### src/cfg_defs.svh
`ifndef CFG_DEFS_SVH
`define CFG_DEFS_SVH

`define XLEN             32

// offsets inside the 4 KiB configuration window
`define CFGREG_RSTN      12'h000
`define CFGREG_BOOTVEC   12'h004
`define CFGREG_DDROFFSET 12'h008
`define CFGREG_RSVREG0   12'h00C
`define CFGREG_RSVREG1   12'h010
`define CFGREG_VER       12'h020  // high word here, low word at the next offset

`define RISCV_VER        64'h5256_3332_0001_0003
`define DDR_OFFSET_RST   32'h2000_0000
`define DRAM_BASE        32'h8000_0000
`define CORE_RST_HOLD    8

`endif
### src/hdl/cfg_pkg.sv
`include "cfg_defs.svh"

package cfg_pkg;

    typedef logic [`XLEN-1:0] xaddr_t;
    typedef logic [`XLEN-1:0] xdata_t;

    // host to slave half of an APB transfer
    typedef struct packed {
        logic   psel;
        logic   penable;
        logic   pwrite;
        xaddr_t paddr;
        xdata_t pwdata;
    } apb_req_t;

    typedef struct packed {
        xdata_t prdata;
        logic   pready;
        logic   pslverr;
    } apb_rsp_t;

    typedef struct packed {
        logic   we;
        xaddr_t addr;
        xdata_t wdata;
    } mem_req_t;

    typedef enum logic [1:0] {
        HELD,
        COUNT,
        RUN
    } rst_state_t;

endpackage

### src/hdl/cfg_subsys.sv
module cfg_subsys (
    input  logic              clk,
    input  logic              rstn,
    input  cfg_pkg::apb_req_t apb_req,
    output cfg_pkg::apb_rsp_t apb_rsp,
    input  logic              core_req_valid,
    input  cfg_pkg::mem_req_t core_req,
    output logic              core_rst_n,
    output cfg_pkg::xaddr_t   boot_addr,
    output logic              ddr_req_valid,
    output cfg_pkg::mem_req_t ddr_req,
    output logic              addr_err
);

    import cfg_pkg::*;

    xaddr_t boot_vec;
    xaddr_t ddr_offset;
    logic   core_rstn_req;

    cfgreg u_cfgreg (
        .clk           (clk),
        .rstn          (rstn),
        .apb_req       (apb_req),
        .apb_rsp       (apb_rsp),
        .boot_vec      (boot_vec),
        .ddr_offset    (ddr_offset),
        .core_rstn_req (core_rstn_req)
    );

    core_rst_seq u_core_rst_seq (
        .clk           (clk),
        .rstn          (rstn),
        .core_rstn_req (core_rstn_req),
        .boot_vec      (boot_vec),
        .core_rst_n    (core_rst_n),
        .boot_addr     (boot_addr)
    );

    // the remapper watches the sequenced reset, not the raw register bit
    ddr_remap u_ddr_remap (
        .clk            (clk),
        .rstn           (rstn),
        .core_rst_n     (core_rst_n),
        .core_req_valid (core_req_valid),
        .core_req       (core_req),
        .ddr_offset     (ddr_offset),
        .ddr_req_valid  (ddr_req_valid),
        .ddr_req        (ddr_req),
        .addr_err       (addr_err)
    );

endmodule

### src/hdl/ddr_remap.sv
`include "cfg_defs.svh"

module ddr_remap (
    input  logic              clk,
    input  logic              rstn,
    input  logic              core_rst_n,
    input  logic              core_req_valid,
    input  cfg_pkg::mem_req_t core_req,
    input  cfg_pkg::xaddr_t   ddr_offset,
    output logic              ddr_req_valid,
    output cfg_pkg::mem_req_t ddr_req,
    output logic              addr_err
);

    import cfg_pkg::*;

    logic   accept;
    logic   in_window;
    xaddr_t win_ofs;
    xaddr_t ddr_addr;

    // requests from a core held in reset are dropped silently
    assign accept    = core_req_valid & core_rst_n;
    assign in_window = core_req.addr >= xaddr_t'(`DRAM_BASE);
    assign win_ofs   = core_req.addr - xaddr_t'(`DRAM_BASE);
    assign ddr_addr  = win_ofs + ddr_offset;  // wraps at XLEN bits

    always_ff @(posedge clk or negedge rstn) begin
        if (!rstn) begin
            ddr_req_valid <= 1'b0;
            addr_err      <= 1'b0;
        end else begin
            ddr_req_valid <= accept & in_window;
            addr_err      <= accept & ~in_window;
        end
    end

    // a new request can be taken every cycle and this stage always holds the latest one
    always_ff @(posedge clk) begin
        if (accept && in_window) begin
            ddr_req <= '{we: core_req.we, addr: ddr_addr, wdata: core_req.wdata};
        end
    end

    a_one_result: assert property (@(posedge clk) disable iff (!rstn)
        !(ddr_req_valid && addr_err))
        else $error("ddr_remap: remapped request and address error in the same cycle");

endmodule

### src/hdl/core_rst_seq.sv
`include "cfg_defs.svh"

module core_rst_seq (
    input  logic            clk,
    input  logic            rstn,
    input  logic            core_rstn_req,
    input  cfg_pkg::xaddr_t boot_vec,
    output logic            core_rst_n,
    output cfg_pkg::xaddr_t boot_addr
);

    import cfg_pkg::*;

    localparam int unsigned CNT_W = $clog2(`CORE_RST_HOLD + 1);

    rst_state_t       state;
    rst_state_t       state_nxt;
    logic [CNT_W-1:0] cnt;

    always_comb begin
        state_nxt = state;
        case (state)
            HELD:    if (core_rstn_req) state_nxt = COUNT;
            COUNT: begin
                if (!core_rstn_req) begin
                    state_nxt = HELD;  // release withdrawn before the hold expired
                end else if (cnt == '0) begin
                    state_nxt = RUN;
                end
            end
            RUN:     if (!core_rstn_req) state_nxt = HELD;
            default: state_nxt = HELD;
        endcase
    end

    always_ff @(posedge clk or negedge rstn) begin
        if (!rstn) begin
            state      <= HELD;
            cnt        <= '0;
            core_rst_n <= 1'b0;
        end else begin
            state      <= state_nxt;
            core_rst_n <= (state_nxt == RUN);
            // one cycle is spent entering COUNT, so load one less than the hold
            if (state == HELD) begin
                cnt <= CNT_W'(`CORE_RST_HOLD - 1);
            end else if (state == COUNT && cnt != '0) begin
                cnt <= cnt - 1'b1;
            end
        end
    end

    // sampled once per release so a later boot_vec write cannot move a running core
    always_ff @(posedge clk) begin
        if (state == COUNT && state_nxt == RUN) begin
            boot_addr <= boot_vec;
        end
    end

    a_release_held: assert property (@(posedge clk) disable iff (!rstn)
        $rose(core_rst_n) |-> $past(core_rstn_req) && $past(core_rstn_req, `CORE_RST_HOLD + 1))
        else $error("core_rst_seq: core released without a held reset request");

endmodule

### src/hdl/cfgreg.sv
`include "cfg_defs.svh"

module cfgreg #(
    parameter logic [63:0] VERSION = `RISCV_VER
) (
    input  logic              clk,
    input  logic              rstn,
    input  cfg_pkg::apb_req_t apb_req,
    output cfg_pkg::apb_rsp_t apb_rsp,
    output cfg_pkg::xaddr_t   boot_vec,
    output cfg_pkg::xaddr_t   ddr_offset,
    output logic              core_rstn_req
);

    import cfg_pkg::*;

    localparam int unsigned OFS_W = 12;

    xdata_t           rsv_reg0;
    xdata_t           rsv_reg1;
    xdata_t           rdata;
    xdata_t           prdata_q;
    logic [OFS_W-1:0] ofs;
    logic             setup;
    logic             apb_wr;
    logic             apb_rd;

    assign ofs    = apb_req.paddr[OFS_W-1:0];  // upper address bits select the slave upstream
    assign setup  = apb_req.psel & ~apb_req.penable;
    assign apb_wr = setup & apb_req.pwrite;
    assign apb_rd = setup & ~apb_req.pwrite;

    // only bit 0 of the written word is kept
    always_ff @(posedge clk or negedge rstn) begin
        if (!rstn) begin
            core_rstn_req <= 1'b0;
        end else if (apb_wr && ofs == `CFGREG_RSTN) begin
            core_rstn_req <= apb_req.pwdata[0];
        end
    end

    always_ff @(posedge clk or negedge rstn) begin
        if (!rstn) begin
            boot_vec <= '0;
        end else if (apb_wr && ofs == `CFGREG_BOOTVEC) begin
            boot_vec <= apb_req.pwdata;
        end
    end

    always_ff @(posedge clk or negedge rstn) begin
        if (!rstn) begin
            ddr_offset <= xaddr_t'(`DDR_OFFSET_RST);
        end else if (apb_wr && ofs == `CFGREG_DDROFFSET) begin
            ddr_offset <= apb_req.pwdata;
        end
    end

    always_ff @(posedge clk or negedge rstn) begin
        if (!rstn) begin
            rsv_reg0 <= '0;
        end else if (apb_wr && ofs == `CFGREG_RSVREG0) begin
            rsv_reg0 <= apb_req.pwdata;
        end
    end

    always_ff @(posedge clk or negedge rstn) begin
        if (!rstn) begin
            rsv_reg1 <= '0;
        end else if (apb_wr && ofs == `CFGREG_RSVREG1) begin
            rsv_reg1 <= apb_req.pwdata;
        end
    end

    always_comb begin
        rdata = '0;
        case (ofs)
            `CFGREG_RSTN:         rdata = xdata_t'(core_rstn_req);
            `CFGREG_BOOTVEC:      rdata = boot_vec;
            `CFGREG_DDROFFSET:    rdata = ddr_offset;
            `CFGREG_RSVREG0:      rdata = rsv_reg0;
            `CFGREG_RSVREG1:      rdata = rsv_reg1;
            `CFGREG_VER:          rdata = VERSION[63:32];
            `CFGREG_VER + 12'h4:  rdata = VERSION[31:0];
            default:              rdata = '0;  // unmapped offsets read as zero
        endcase
    end

    // captured at the end of the setup phase and held through the access phase
    always_ff @(posedge clk or negedge rstn) begin
        if (!rstn) begin
            prdata_q <= '0;
        end else if (apb_rd) begin
            prdata_q <= rdata;
        end
    end

    assign apb_rsp = '{prdata: prdata_q, pready: 1'b1, pslverr: 1'b0};

    a_access_phase: assert property (@(posedge clk) disable iff (!rstn)
        apb_req.psel && apb_req.penable |-> $past(setup) && !apb_rsp.pslverr)
        else $error("cfgreg: access phase without a setup phase or with an error response");

endmodule

### config.mk
export PLATFORM = sky130hd
export DESIGN_NAME = cfg_subsys
export DESIGN_NICKNAME = d
export VERILOG_FILES = /design/src/hdl/cfg_pkg.sv /design/src/hdl/cfg_subsys.sv /design/src/hdl/ddr_remap.sv /design/src/hdl/core_rst_seq.sv /design/src/hdl/cfgreg.sv
export VERILOG_INCLUDE_DIRS = /design/src
export SDC_FILE = /design/constraint.sdc
export NUM_CORES = 1
export LEC_CHECK = 0
export ABC_AREA = 1
export BUFFER_PORTS_ARGS = -buffer_cell sky130_fd_sc_hd__buf_2
export CORE_ASPECT_RATIO = 1.25
export CORE_MARGIN = 2
export CORE_UTILIZATION = 56
export CTS_CLUSTER_SIZE = 30
export DETAILED_ROUTE_END_ITERATION = 6
export GPL_TIMING_DRIVEN = 0
export PLACE_DENSITY = 0.81
export SLEW_MARGIN = 10
export SYNTH_ARGS = -nofsm -noshare
export SYNTH_HDL_FRONTEND = slang
export SYNTH_SLANG_ARGS = --single-unit
### constraint.sdc
create_clock -name clk -period 4.05 [get_ports clk]
set_input_delay 0.81 -clock clk [delete_from_list [all_inputs] [get_ports clk]]
set_output_delay 0.81 -clock clk [all_outputs]
set_load 0.03 [all_outputs]
==> impl_summary.txt <==
----------------------------------------------------
[Final layout]
  Util after Layout ... 0.6804
  Post-layout nets ... 2018
  Commonest non-fill, non-tap cell in the layout ... nand2_1
  Layout filler cell count ... 1889
  Fraction of final layout cells with drive strength greater than 1 ... 0.2114
  Leading cell types in the layout, fill and taps excluded ... 600 x nand2_1, 260 x buf_2, 169 x dfrtp_1
  Area occupied by registers ... between 7000 and 8000 um2
  Post-synthesis to final-layout area growth ... 20.12%
  Final Instance Count excl. Fillers ... 2132
  Area of the multi-input gates ... 5280 um2
  Antenna diode instance count ... 0

[Critical path]
  Required time worst endpoint ... 4310 ps
  Critical path's top delay family ... adder cells
  Cell mode on critical path ... nand2_1
  CP cell instances ... ha_1 > ha_1 > inv_1 > fa_1 > inv_1 > nand3_1 > nand3_1 > nand2_1 > a21oi_1 > nor2_1 > nand2_1 > nand2_1
  Critical path fanouts, max ... 3
  Critical Path Sink Type ... flip-flop
  Crit-path max cell delay ... roughly 450 ps
  Kind of critical path ... flip-flop to flip-flop
  Worst Path Arrival ... 2830 ps
  Crit-path slowest cell ... dfrtp_1
  Startpoint types ... flip-flop
  Buffers plus inverters on the worst setup path ... 2

[Clocking]
  Maximum buffer depth of the clock tree ... 3
  Clock root cell ... clkbuf_16
  CTS clk-pin slew, worst paths ... 60 ps
  CTS sink cnt ... 267
  Clock latency on the worst-skew pair ... between 500 and 600 ps
  CTS tree ... yes
  Maximum level of the CTS H-tree ... 1
  Postcts setup bufs ... 0
  Hold-fix buffer count after cts ... 0
  Number of buffers inserted during clock tree synthesis ... 26
  Post-CTS resize count ... 0

[Timing]
  Max_slew headroom ... 0.5650
  Measured slew at the worst slew-check pin ... 652.5 ps
  Top achievable clock speed ... roughly 400 MHz
  Fin Clk Skew ... 15.50 ps
  Hold Violations, Final ... 0
  Min Tclk post-route ... 2566 ps
  Final hold slack ... approximately 240 ps
  Post-route clock period utilization ... 0.6336
  Setup-failing EPs final ... 0
  Setup repair after global routing missed its margin ... no
  Final max-slew violation count ... 0

[Power and ir drop]
  Worst vdd ir ... 292.0 uV
  Leak ... 8.854 nW
  Total power ... 6.640 mW
  Power density relative to cell area ... 412.7 nW/um2

[Route]
  Remaining routing DRC violations ... 0
  Total number of vias ... about 12000
  Final routed wire length divided by cell count ... 16.96 um
  Pre-antenna DRT Iters ... 5
  Vias per cell ... 5.415
  Number of DRC markers in iteration 0 ... 972
  Post-route ant nets ... 0
  Total wirelength of the detailed-routed design ... 36170 um

[Yosys]
  Cell area after synthesis ... 13390 um2
  Netlist cell types ... 42
  Main area contributors after synthesis ... dfrtp_1 32%, edfxtp_1 22%, nand2_1 17%
  Sequential area share after synthesis ... 0.5352
  Largest area contributor in the synthesized netlist ... dfrtp_1
  Synthesized netlist cell count ... 1540
  Ys Warns ... 0
  Portion of synthesized cell area occupied by the leading cell type ... 0.3157
  Per-instance average area after synthesis ... 8.697 um2
  Post-Synthesis Net Count ... 1738
  Count of state elements after synthesis ... 267

[Floorplanning]
  Die width ... around 140 um
  Total Die Area ... around 25000 um2
  FP Rows ... 63
  Height of the chip ... about 180 um
  Area inside the core boundary ... 23650 um2
  Effective utilization at floorplan ... 0.5664
  I/O Pins ... around 270

[Global routing]
  Global-route wire length before repair ... 56880 um
  Number of antenna violations at the first check in global routing ... 0
  Largest net degree at the start of global routing ... approximately 100
  Number of global-route vias before repair ... 11160
  Global routing usage summed across all routing layers ... 0.2890
  Grt ovf ... 0

[Hold path]
  Min-Delay Path Class ... input port to asynchronous set/reset pin

[Place]
  Cell total after placement ... roughly 2100
  Detailed-placement wirelength estimate ... roughly 28000 um
  Number of buffer cells added on primary ports ... roughly 250
  Placer congestion estimate ... 0.9232

[Status]
  Run status ... finished clean

[Run]
  Max Cap Violations ... 0

----------------------------------------------------
## area by class of cell
cell class	instances	share of cell area
Buffer	50	0.01983
Clock buffer	36	0.04868
Clock inverter	12	0.01190
Inverter	170	0.03974
Multi-Input combinational cell	1053	0.3282
Sequential cell	267	0.4455
Tap cell	292	0.02271
Timing Repair Buffer	252	0.08344
## power breakdown
part           leakage (nW)  switching, mW  internal [mW]  total (mW)
logic                  5.13          0.634          0.242       0.877
registers              3.24         0.0635           3.00        3.07
clock network         0.479           1.02           1.67        2.70
## worst paths after layout
check                                            start                     endpoint  slack (ps)  cells after the start
worst max-delay path            u_cfgreg.ddr_offset[1]      u_ddr_remap.ddr_req[49]        1480                     12
worst min-delay path                              rstn         u_cfgreg.rsv_reg1[5]         240                      1
worst max register to register  u_cfgreg.ddr_offset[1]      u_ddr_remap.ddr_req[49]        1480                     12
worst min register to register    u_cfgreg.boot_vec[7]  u_core_rst_seq.boot_addr[7]         480                      0
max in group asynchronous                         rstn         u_ddr_remap.addr_err        2880                      2
min in group clk                           core_req[3]       u_ddr_remap.ddr_req[3]         450                      1
## routing by layer
metal / share of wire / track usage / up-vias / routed length (um)
met3: 0.070 / 0.04031 / 102 / 2539
met4: 0.042 / 0.1217 / 0 / 1515
li1: - / - / 5522 / -
met5: 0 / 0 / - / 0
met2: 0.50 / 0.5113 / 510 / 18090
met1: 0.39 / 0.3549 / 5410 / 14020
## cells in the mapped netlist, drive strengths merged
master,number
o2111ai,1
o211ai,1
buf,32
nor2,66
a31oi,1
nand2,608
nor3,7
edfxtp,97
fa,1
dfrtp,169
a21o,1
ha,62
conb,2
clkinv,1
o21ai,159
nand4,8
xor2,14
nor4,1
and2,1
a21oi,23
o2bb2ai,1
clkbuf,18
a211oi,2
nand3,90
xnor2,2
inv,169
dfstp,1
o21bai,2
## state kept, by name (all words and copies together) (netlist names)
signal / count
u_cfgreg.prdata_q: 32
u_cfgreg.core_rstn_req: 1
u_cfgreg.rsv_reg1: 32
u_cfgreg.ddr_offset: 32
u_core_rst_seq.state: 2
u_ddr_remap.addr_err: 1
u_ddr_remap.ddr_req: 65
u_ddr_remap.ddr_req_valid: 1
u_cfgreg.boot_vec: 32
u_core_rst_seq.boot_addr: 32
u_core_rst_seq.core_rst_n: 1
u_core_rst_seq.cnt: 4
u_cfgreg.rsv_reg0: 32
## logic make-up after synthesis
family,count (synthesis),synth area share
AOI/OAI and AO/OA,191,0.08211
xor gates and xnor gates,16,0.01046
adders and majority gates,63,0.05941
buffers and inverters,220,0.07155
DFF,267,0.5352
other,2,0.0005607
and+or+nand+nor,781,0.2407
## metrics by stage
step           setup TNS, ps  area (um2)  worst slack [ps]
2_1_floorplan              0       13400             419.4
3_3_place_gp         -106690       14990            -949.2
3_5_place_dp               0       15110              1043
4_1_cts                    0       16090              1477
5_1_grt                    0       16090              1295
6_report                   0       16090              1484
(Power assumes the default switching activity.)
